## src/rtl/lc3b_types_pkg.sv

```systemverilog
package lc3b_types_pkg;

	// basic LC-3b widths.
	localparam int lc3b_word_width = 16;
	localparam int lc3b_line_width = 128;
	localparam int line_offset_width = 4; // byte offset inside a 16-byte line.

	// a byte address.
	typedef logic [lc3b_word_width-1:0] lc3b_word;

	// one full cache line, eight words.
	typedef logic [lc3b_line_width-1:0] lc3b_cacheline;

	// address bits 15 to 4, the line number.
	typedef logic [lc3b_word_width-line_offset_width-1:0] lc3b_line_addr;

endpackage : lc3b_types_pkg

```

## src/rtl/victim_cache_pkg.sv

```systemverilog
package victim_cache_pkg;

	// geometry of the victim buffer.
	localparam int num_entries = 4;
	localparam int entry_index_width = 2;

	// names one of the entries.
	typedef logic [entry_index_width-1:0] entry_index;

	// request decoded from the upstream bus cycle.
	typedef enum logic [1:0]
	{
		op_idle,   // no cycle in progress.
		op_fetch,  // L1 miss, read a line.
		op_insert  // L1 eviction, write a line.
	} vc_op;

	// controller states.
	typedef enum logic [2:0]
	{
		st_idle,
		st_respond,   // hit or free insert, ack next edge.
		st_writeback, // victim line going out to memory.
		st_mem_read,  // miss forwarded to memory.
		st_done       // ack given, wait for strobe to drop.
	} vc_state;

endpackage : victim_cache_pkg

```

## src/rtl/victim_lookup.sv

```systemverilog
`timescale 1ns/1ps

module victim_lookup
(
	input  logic                          buf_mem_resp,
	input  logic                          rst_n,
	input  logic                          buf_cyc,
	input  logic                          buf_stb,
	input  logic                          buf_we,
	input  lc3b_types_pkg::lc3b_word      buf_adr,
	input  logic                          fill_en,
	input  logic                          clear_en,
	input  victim_cache_pkg::entry_index  fill_index,
	input  victim_cache_pkg::entry_index  clear_index,
	output victim_cache_pkg::vc_op        op,
	output logic                          hit,
	output logic                          free_valid,
	output victim_cache_pkg::entry_index  hit_index,
	output victim_cache_pkg::entry_index  free_index,
	output victim_cache_pkg::entry_index  victim_index,
	output lc3b_types_pkg::lc3b_line_addr evict_tag
);

	import lc3b_types_pkg::*;
	import victim_cache_pkg::*;

	lc3b_line_addr            tags [num_entries];
	logic [num_entries-1:0]   valid;
	entry_index               victim_ptr;   // round-robin replacement pointer.
	lc3b_line_addr            line_addr;

	assign line_addr = buf_adr[lc3b_word_width-1:line_offset_width];

	// bus cycle to opcode.
	assign op = (buf_cyc && buf_stb) ? (buf_we ? op_insert : op_fetch) : op_idle;

	// tag match and lowest free slot, scanning down so index 0 wins.
	always_comb
	begin
		hit = 1'b0;
		hit_index = '0;
		free_valid = 1'b0;
		free_index = '0;
		for (int i = num_entries - 1; i >= 0; i--)
		begin
			if (valid[i] && (tags[i] == line_addr))
			begin
				hit = 1'b1;
				hit_index = entry_index'(i);
			end
			if (!valid[i])
			begin
				free_valid = 1'b1;
				free_index = entry_index'(i);
			end
		end
	end

	assign victim_index = victim_ptr;
	assign evict_tag = tags[victim_ptr]; // line address for the writeback.

	always_ff @(posedge buf_mem_resp)
	begin
		if (!rst_n)
		begin
			valid <= '0;
			victim_ptr <= '0;
		end
		else
		begin
			if (clear_en)
				valid[clear_index] <= 1'b0; // line moved back to L1.
			if (fill_en)
				valid[fill_index] <= 1'b1;
			if (fill_en && (fill_index == victim_ptr) && !free_valid)
				victim_ptr <= victim_ptr + entry_index'(1);
		end
	end

	always_ff @(posedge buf_mem_resp)
	begin
		if (fill_en)
			tags[fill_index] <= line_addr;
	end

endmodule : victim_lookup

```

## src/rtl/victim_control.sv

```systemverilog
`timescale 1ns/1ps

module victim_control
(
	input  logic                          buf_mem_resp,
	input  logic                          rst_n,
	input  victim_cache_pkg::vc_op        op,
	input  logic                          hit,
	input  victim_cache_pkg::entry_index  hit_index,
	input  logic                          free_valid,
	input  victim_cache_pkg::entry_index  free_index,
	input  victim_cache_pkg::entry_index  victim_index,
	input  lc3b_types_pkg::lc3b_line_addr evict_tag,
	input  lc3b_types_pkg::lc3b_word      buf_adr,
	input  logic                          mem_ack,
	output logic                          buf_ack,
	output logic                          mem_cyc,
	output logic                          mem_stb,
	output logic                          mem_we,
	output lc3b_types_pkg::lc3b_word      mem_adr,
	output logic                          fill_en,
	output logic                          clear_en,
	output logic                          mem_capture,
	output logic                          sel_mem,
	output victim_cache_pkg::entry_index  fill_index,
	output victim_cache_pkg::entry_index  clear_index,
	output victim_cache_pkg::entry_index  sel_index
);

	import lc3b_types_pkg::*;
	import victim_cache_pkg::*;

	vc_state    state;
	entry_index idx_q; // entry chosen when the request was accepted.

	// update commands land on the same edge that raises buf_ack.
	assign fill_en = ((state == st_respond) && (op == op_insert)) ||
	                 ((state == st_writeback) && mem_ack);
	assign clear_en = (state == st_respond) && (op == op_fetch);
	assign mem_capture = (state == st_mem_read) && mem_ack;

	assign fill_index = idx_q;
	assign clear_index = idx_q;
	assign sel_index = idx_q;

	always_ff @(posedge buf_mem_resp)
	begin
		if (!rst_n)
		begin
			state <= st_idle;
			buf_ack <= 1'b0;
			mem_cyc <= 1'b0;
			mem_stb <= 1'b0;
			mem_we <= 1'b0;
			sel_mem <= 1'b0;
		end
		else
		begin
			case (state)
				st_idle:
				begin
					if (op == op_fetch)
					begin
						sel_mem <= !hit; // misses return the memory line.
						if (hit)
							state <= st_respond;
						else
						begin
							state <= st_mem_read;
							mem_cyc <= 1'b1;
							mem_stb <= 1'b1;
							mem_we <= 1'b0;
						end
					end
					else if (op == op_insert)
					begin
						sel_mem <= 1'b0;
						if (hit || free_valid)
							state <= st_respond;
						else
						begin
							state <= st_writeback; // full, evict first.
							mem_cyc <= 1'b1;
							mem_stb <= 1'b1;
							mem_we <= 1'b1;
						end
					end
				end
				st_respond:
				begin
					buf_ack <= 1'b1;
					state <= st_done;
				end
				st_writeback, st_mem_read:
				begin
					if (mem_ack)
					begin
						mem_cyc <= 1'b0;
						mem_stb <= 1'b0;
						mem_we <= 1'b0;
						buf_ack <= 1'b1;
						state <= st_done;
					end
				end
				st_done:
				begin
					buf_ack <= 1'b0; // single-cycle ack.
					if (op == op_idle)
						state <= st_idle;
				end
				default: state <= st_idle;
			endcase
		end
	end

	// entry and memory address are latched as the request is accepted.
	always_ff @(posedge buf_mem_resp)
	begin
		if (state == st_idle)
		begin
			if (hit)
				idx_q <= hit_index;
			else if ((op == op_insert) && free_valid)
				idx_q <= free_index;
			else
				idx_q <= victim_index;
			if ((op == op_insert) && !hit && !free_valid)
				mem_adr <= {evict_tag, {line_offset_width{1'b0}}};
			else
				mem_adr <= {buf_adr[lc3b_word_width-1:line_offset_width],
				            {line_offset_width{1'b0}}};
		end
	end

endmodule : victim_control

```

## src/rtl/victim_return.sv

```systemverilog
`timescale 1ns/1ps

module victim_return
(
	input  logic                          buf_mem_resp,
	input  logic                          fill_en,
	input  victim_cache_pkg::entry_index  fill_index,
	input  lc3b_types_pkg::lc3b_cacheline buf_wdata,
	input  logic                          mem_capture,
	input  lc3b_types_pkg::lc3b_cacheline mem_rdata,
	input  victim_cache_pkg::entry_index  sel_index,
	input  logic                          sel_mem,
	output lc3b_types_pkg::lc3b_cacheline buf_rdata,
	output lc3b_types_pkg::lc3b_cacheline mem_wdata
);

	import lc3b_types_pkg::*;
	import victim_cache_pkg::*;

	lc3b_cacheline data [num_entries]; // line storage, one per tag.
	lc3b_cacheline mem_line;            // last line read from memory.

	always_ff @(posedge buf_mem_resp)
	begin
		if (fill_en)
			data[fill_index] <= buf_wdata;
	end

	always_ff @(posedge buf_mem_resp)
	begin
		if (mem_capture)
			mem_line <= mem_rdata;
	end

	// upstream sees memory data on a miss, the entry otherwise.
	assign buf_rdata = sel_mem ? mem_line : data[sel_index];

	// the selected entry is the victim during a writeback.
	assign mem_wdata = data[sel_index];

endmodule : victim_return

```

## src/rtl/victim_cache.sv

```systemverilog
`timescale 1ns/1ps

module victim_cache
(
	input  logic                          buf_mem_resp,
	input  logic                          rst_n,
	input  logic                          buf_cyc,
	input  logic                          buf_stb,
	input  logic                          buf_we,
	input  lc3b_types_pkg::lc3b_word      buf_adr,
	input  lc3b_types_pkg::lc3b_cacheline buf_wdata,
	output lc3b_types_pkg::lc3b_cacheline buf_rdata,
	output logic                          buf_ack,
	output logic                          mem_cyc,
	output logic                          mem_stb,
	output logic                          mem_we,
	output lc3b_types_pkg::lc3b_word      mem_adr,
	output lc3b_types_pkg::lc3b_cacheline mem_wdata,
	input  lc3b_types_pkg::lc3b_cacheline mem_rdata,
	input  logic                          mem_ack
);

	import lc3b_types_pkg::*;
	import victim_cache_pkg::*;

	vc_op          op;
	logic          hit, free_valid;
	entry_index    hit_index, free_index, victim_index;
	lc3b_line_addr evict_tag;
	logic          fill_en, clear_en, mem_capture, sel_mem;
	entry_index    fill_index, clear_index, sel_index;

	victim_lookup u_lookup (.buf_mem_resp, .rst_n, .buf_cyc, .buf_stb, .buf_we, .buf_adr,
		.fill_en, .clear_en, .fill_index, .clear_index, .op, .hit, .free_valid,
		.hit_index, .free_index, .victim_index, .evict_tag);

	victim_control u_control (.buf_mem_resp, .rst_n, .op, .hit, .hit_index, .free_valid,
		.free_index, .victim_index, .evict_tag, .buf_adr, .mem_ack, .buf_ack,
		.mem_cyc, .mem_stb, .mem_we, .mem_adr, .fill_en, .clear_en, .mem_capture,
		.sel_mem, .fill_index, .clear_index, .sel_index);

	victim_return u_return (.buf_mem_resp, .fill_en, .fill_index, .buf_wdata,
		.mem_capture, .mem_rdata, .sel_index, .sel_mem, .buf_rdata, .mem_wdata);

endmodule : victim_cache

```

## config.mk

```make
export PLATFORM = sky130hd
export DESIGN_NAME = victim_cache
export DESIGN_NICKNAME = d
export VERILOG_FILES = /design/src/rtl/lc3b_types_pkg.sv /design/src/rtl/victim_cache_pkg.sv /design/src/rtl/victim_lookup.sv /design/src/rtl/victim_control.sv /design/src/rtl/victim_return.sv /design/src/rtl/victim_cache.sv
export SDC_FILE = /design/constraint.sdc
export NUM_CORES = 1
export LEC_CHECK = 0
export BUFFER_PORTS_ARGS = -buffer_cell sky130_fd_sc_hd__clkbuf_2
export CORE_ASPECT_RATIO = 1.25
export CORE_UTILIZATION = 59
export CTS_CLUSTER_DIAMETER = 30
export DETAILED_ROUTE_END_ITERATION = 7
export PLACE_DENSITY = 0.91
export SLEW_MARGIN = 20
export SYNTH_ARGS = -nofsm -noshare
export SYNTH_HDL_FRONTEND = slang
export SYNTH_SLANG_ARGS = --single-unit
```

## constraint.sdc

```tcl
create_clock -name buf_mem_resp -period 32.2 [get_ports buf_mem_resp]
set_input_delay 0 -clock buf_mem_resp [delete_from_list [all_inputs] [get_ports buf_mem_resp]]
set_output_delay 0 -clock buf_mem_resp [all_outputs]
set_load 0.05 [all_outputs]
```

# Yosys cells after proc, flatten, opt, wreduce, memory -nomap -nowiden
# Memory sizes are Yosys's and may differ from the RTL's. A register that Yosys moved wholly into a read port is not among the register bits.
# Cells that the tools add are included.
op_classes:
  muxes: 52
  order_cmp: 2
  bitwise: 3
  reduce_logical: 29
  addsub: 1
  n_eq_ne: 16
ops:
  columns: ["op", "n"]
  rows:
  - ["128-bit two-way mux", 1]
  - ["12-bit == test", 4]
  - ["2-bit two-way mux", 17]
  - ["1-bit two-way mux", 21]
  - ["16-bit two-way mux", 1]
  - ["1-bit logical AND", 15]
  - ["3-bit two-way mux", 4]
  - ["4-bit two-way mux", 3]
  - ["3-bit one-hot mux with 4 select lines", 1]
  - ["3-bit by 2-bit == test with 1-bit output, second input constant", 2]
  - ["5-bit AND reduction", 1]
  - ["4-bit bitwise AND", 1]
  - ["4-bit NOT", 1]
  - ["4-bit bitwise OR", 1]
  - ["1-bit one-hot mux with 2 select lines", 2]
  - ["2-bit AND reduction", 2]
  - ["2-bit nonzero test", 2]
  - ["3-bit by 1-bit == test with 1-bit output, second input constant", 1]
  - ["3-bit == test, second input constant", 1]
  - ["3-bit logical NOT", 1]
  - ["2-bit by 3-bit < comparator with 1-bit output, second input constant", 1]
  - ["3-bit by 1-bit inequality test with 1-bit output, second input constant", 1]
  - ["3-bit by 2-bit inequality test with 1-bit output, second input constant", 1]
  - ["3-bit inequality test, second input constant", 1]
  - ["other kinds (15)", 17]
word_totals:
  mem_bits_rw: 560
  regBits: 159
  in_bits: 278
  output_inout_bits: 276
  mem_count: 2
memory_table:
  columns: ["memory", "words", "width", "rd", "rd_ports_with_merged_regs", "wr", "line_no", "source"]
  rows:
  - ["u_return.data", 4, 128, 1, 1, 1, "victim_return.sv:20", "lc3b_cacheline data [num_entries];"]
  - ["u_lookup.tags", 4, 12, 5, 1, 1, "victim_lookup.sv:27", "lc3b_line_addr tags [num_entries];"]

# Depth between registers and ports, before layout
# An unclocked memory read counts as a cell.
depth:
  ltp_word: 12
  mapped_depth: 8

# By module
# A second synthesis with hierarchy kept.
unflattened:
  cells_unflattened: 2079
  area_unflattened_um2: 31365.1
modules_own_cells:
  columns: ["mod", "seq_area_each_um2", "cells_per_inst", "instances", "area_each_um2"]
  rows:
  - ["victim_return", 19218.4, 1785, 1, 27438.8]
  - ["victim_lookup", 1601.5, 194, 1, 2802.7]
  - ["victim_control", 560.5, 100, 1, 1123.6]

# Worst setup path before layout
# Ideal clock, no wire load.
synth_timing:
  kind: "flip-flop to flip-flop"
  from: "register u_control.state[0]"
  to: "register u_lookup.valid[0]"
  stages_incl_launch_ff: 6
  setup_ns: 0.102
  arrival_ns: 11.164
  path_buffers: 0
  slack_ns: 20.935
  required_time_ns: 32.098
  path_cell_list: "dfxtp_1 -> nor2b_1 -> a2bb2oi_1 -> or2_2 -> nor3_1 -> o21a_1"
synth_between:
  elab_chain_cells: 6
synth_lines:
  columns: ["item", "line_no", "source"]
  rows:
  - ["from (decl)", "victim_control.sv:33", "vc_state state;"]
  - ["from (signal assigned)", "victim_control.sv:50", "state <= st_idle;"]
  - ["from (signal assigned)", "victim_control.sv:66", "state <= st_respond;"]
  - ["from (signal assigned)", "victim_control.sv:69", "state <= st_mem_read;"]
  - ["3-bit by 1-bit == test with 1-bit output", "victim_control.sv:37, victim_control.sv:39", null]
  - ["1-bit logical AND", "victim_control.sv:39", "assign clear_en = (state == st_respond) && (op == op_fetch);"]
  - ["4-bit two-way mux", "victim_lookup.sv:71", "if (clear_en)"]
  - ["4-bit two-way mux", "victim_lookup.sv:64", "if (!rst_n)"]
  - ["4-bit bitwise OR (no source line)", null, null]
  - ["4-bit two-way mux (*)", "victim_lookup.sv:73", "if (fill_en)"]
  - ["to (signal assigned)", "victim_lookup.sv:66", "valid <= '0;"]
  - ["to (signal, indexed assignment)", "victim_lookup.sv:72", "valid[clear_index] <= 1'b0;"]
  - ["to (signal, indexed assignment)", "victim_lookup.sv:74", "valid[fill_index] <= 1'b1;"]
  - ["to (decl)", "victim_lookup.sv:28", "logic [num_entries-1:0] valid;"]
# Mark *: on every way between the ends. The rest lies on a longest branch, timed or not. The select of a mux whose other input is x is not followed.
# A chain may end at the register's enable or synchronous reset.

==> flow_summary.ini <==
[synth]
synthSimpleGateAreaFrac_pct = 1.433
synth_top_area_share_pct = 76.42
synth.area.mux_share_pct = 17.40
synth_seq_cells = 719
synth-edff-count = 702
synth_cell_type_count = 40
synthAdderAreaFrac_pct = 0
synth_warnings = 0
synth_top_family_by_area = multiplexers
synthArstFlopShare_pct = 0
synth_flop_cell = edfxtp_1
yosysTopAreaCell = edfxtp_1
synthCells = 1212
synth_compound_area_share_pct = 0.6078
synth_seq_area_share_pct = 77.65
syn_area_per_cell_sq_um = 22.76
synth_xor_area_share_pct = 1.651
synth.area.top_cells = edfxtp_1, mux4_2, mux2_2
netlist_area_sq_um = 27590

[timing]
drv_slew = 0
finalClockSkew_ps = 49.25
tightest_slew_ps = 1099
tns_ps = 0
fin_crit_sh_pct = 11.53
fmax_ghz = 0.2695
setup_viol = 0
period_needed_ps = 3711
finalHoldViolCount = 0
rsz0062_at_grt = no
holdWs_ps = 39.99
relSlewSlack_pct = 26.76
setup_slack_ps = 28490

[route]
drt-vias-per-instance = 6.193
met2_length_mm = 44.97
vias = 17261
detail_route.first_pass.iterations = 5
wire_per_inst_microns = 30.00
routedLengthMet1_mm = 26.54
ant_nets = 0
highest_layer = met5
wl_mm = 83.61
drc_errors = 0
routed-wl-met3_mm = 6.950
drt_iter0_drc = 1652

[power_and_ir_drop]
comb_power_share_pct = 12.5
swShare_pct = 28.03
p_int_w = 0.001877
netSwitchingPower_w = 0.0007311
p_seq_share_pct = 40.1
peakVddDrop_uv = 75.40
clkPwrFrac_pct = 47.4
p_per_area_nw_per_um2 = 69.55
p_leak_nw = 13.42

[worst_setup_path]
cp-end-kind = output pin
cp.arrival_ps = 3710
worstPathRequired_ps = 32200
reg2reg_from = u_control.state[0]
path_cells = buf_4 > mux4_2 > mux2_2 > clkbuf_2
cp_slowest_cell = dfxtp_4
cp_top_family = buffers and inverters
slowest_delay_ps = 860
cp.buffers_inverters = 2
cp_max_fo = 48
crit_path_start_kind = register
worstSetupPathType = reg2out

[finish]
drive_gt1_share_pct = 48.13
stdcell_count = 2787
fillers = 1941
utilization_pct = 81.30
final-seq-area_sq_um = 21430
area_growth_syn_to_layout_pct = 35.96
most-common-layout-cells = edfxtp_1, clkbuf_2, dlygate4sd3_1, mux4_2, mux2_2
final_common_cell = edfxtp_1
layout.nets = 2377
multi_input_area_sq_um = 5874

[global_routing]
first_global_vias = 18507
antenna_found_initial = 7
grt.total_usage_pct = 35.32
gr-total-overflow = 0
grt_max_degree = 68
grt_pass1_wl_mm = 120.3

[clock_network]
ctsResizeCount = 0
cts_tree = yes
clk_pin_slew_ps = 70
clk_latency_ps = 670
clock-sinks = 719
cts_buffer_depth = 3
htreeDepth = 3
cts_buffers = 109
cts_root_buf = clkbuf_16

[job]
cap_viol_max_count = 0

[floorplanning]
ios = 554
core_area_sq_um = 46130
fp.dieW_microns = 195.4
die_h_microns = 243.8
initial_core_util_pct = 59.80
std_cell_rows = 88
die-area_sq_um = 47630

[run_status]
outcome = complete, no violations

[min_path]
hold_path_class = in2reg
min_from = mem_rdata[115]

[place]
io_buffers = 545
place_inst = 2297
pre_cts_ws_ps = 29010
place_congestion = 0.8541
dp_hpwl_mm = 40.28
-- cells in the mapped netlist, drive strengths merged (4+ instances only) --
cell / number
edfxtp: 702
mux2: 143
mux4: 140
xnor2: 50
buf: 36
clkbuf: 29
dfxtp: 17
nand2: 11
nand3: 10
nand4: 9
nor2: 7
o21a: 6
a21oi: 5
nor3: 5
nor4: 5
nor2b: 4
o21ai: 4
-- routing by layer --
layer	global-route usage, %	vias up
li1	-	6852
met1	38.94	8648
met2	63.46	1445
met3	6.700	314
met4	20.82	2
met5	0	-
-- area by class of cell --
type / count / area share, %
Clock buffer: 119 / 7.456
Tap cell: 585 / 1.952
Antenna cell: 6 / 0.04003
Multi-Input combinational cell: 428 / 15.66
Timing Repair Buffer: 838 / 15.01
Clock inverter: 89 / 2.705
Sequential cell: 719 / 57.14
Inverter: 3 / 0.03002
-- power groups by stage --
stage                     clock, W  sequential [W]  combinational (W)
after floorplan                  0         0.00107           0.000207
after global placement           0         0.00106           0.000277
after detailed placement         0         0.00106           0.000284
after CTS                  0.00121         0.00105           0.000319
after global routing       0.00128         0.00105           0.000334
final                      0.00124         0.00105           0.000326
-- sequential cells by signal (all words and copies together) (netlist names), named ones only --
register	count
u_return.data	512
u_return.mem_line	128
u_lookup.tags	48
u_control.mem_adr	12
u_lookup.valid	4
u_control.state	3
u_control.clear_index	2
u_lookup.victim_index	2
u_control.buf_ack	1
u_control.mem_cyc	1
u_control.mem_we	1
u_control.sel_mem	1
-- worst paths after layout --
check                                               to  slack, ps  cells past startpoint
worst min-delay path            u_return.mem_line[115]         40                      2
worst min register to register       u_control.mem_cyc        590                      2
worst max-delay path                     buf_rdata[66]      28490                      4
worst max register to register       u_lookup.valid[3]      28560                      7
-- timing repair --
action / 4_1_cts / 5_1_grt
hold endpoints to repair: 715 / 0
buffers inserted: 0 / 0
hold buffers: 276 / 0
-- through the flow --
stage	total power [W]	instance area, sq um
after floorplan	0.001273	27600
after global placement	0.001341	30900
after detailed placement	0.001349	30920
after CTS	0.002579	37490
after global routing	0.002659	37510
final	0.002609	37510
-- cells by family after synthesis --
| kind of cell | count (synthesis) |
|---|---|
| flip-flops | 719 |
| other | 1 |
| AND/OR/NAND/NOR | 65 |
| buffers and inverters | 68 |
| AO/OA/AOI/OAI | 24 |
| multiplexers | 283 |
| XOR/XNOR | 52 |
Power figures use the tool's default switching activity.
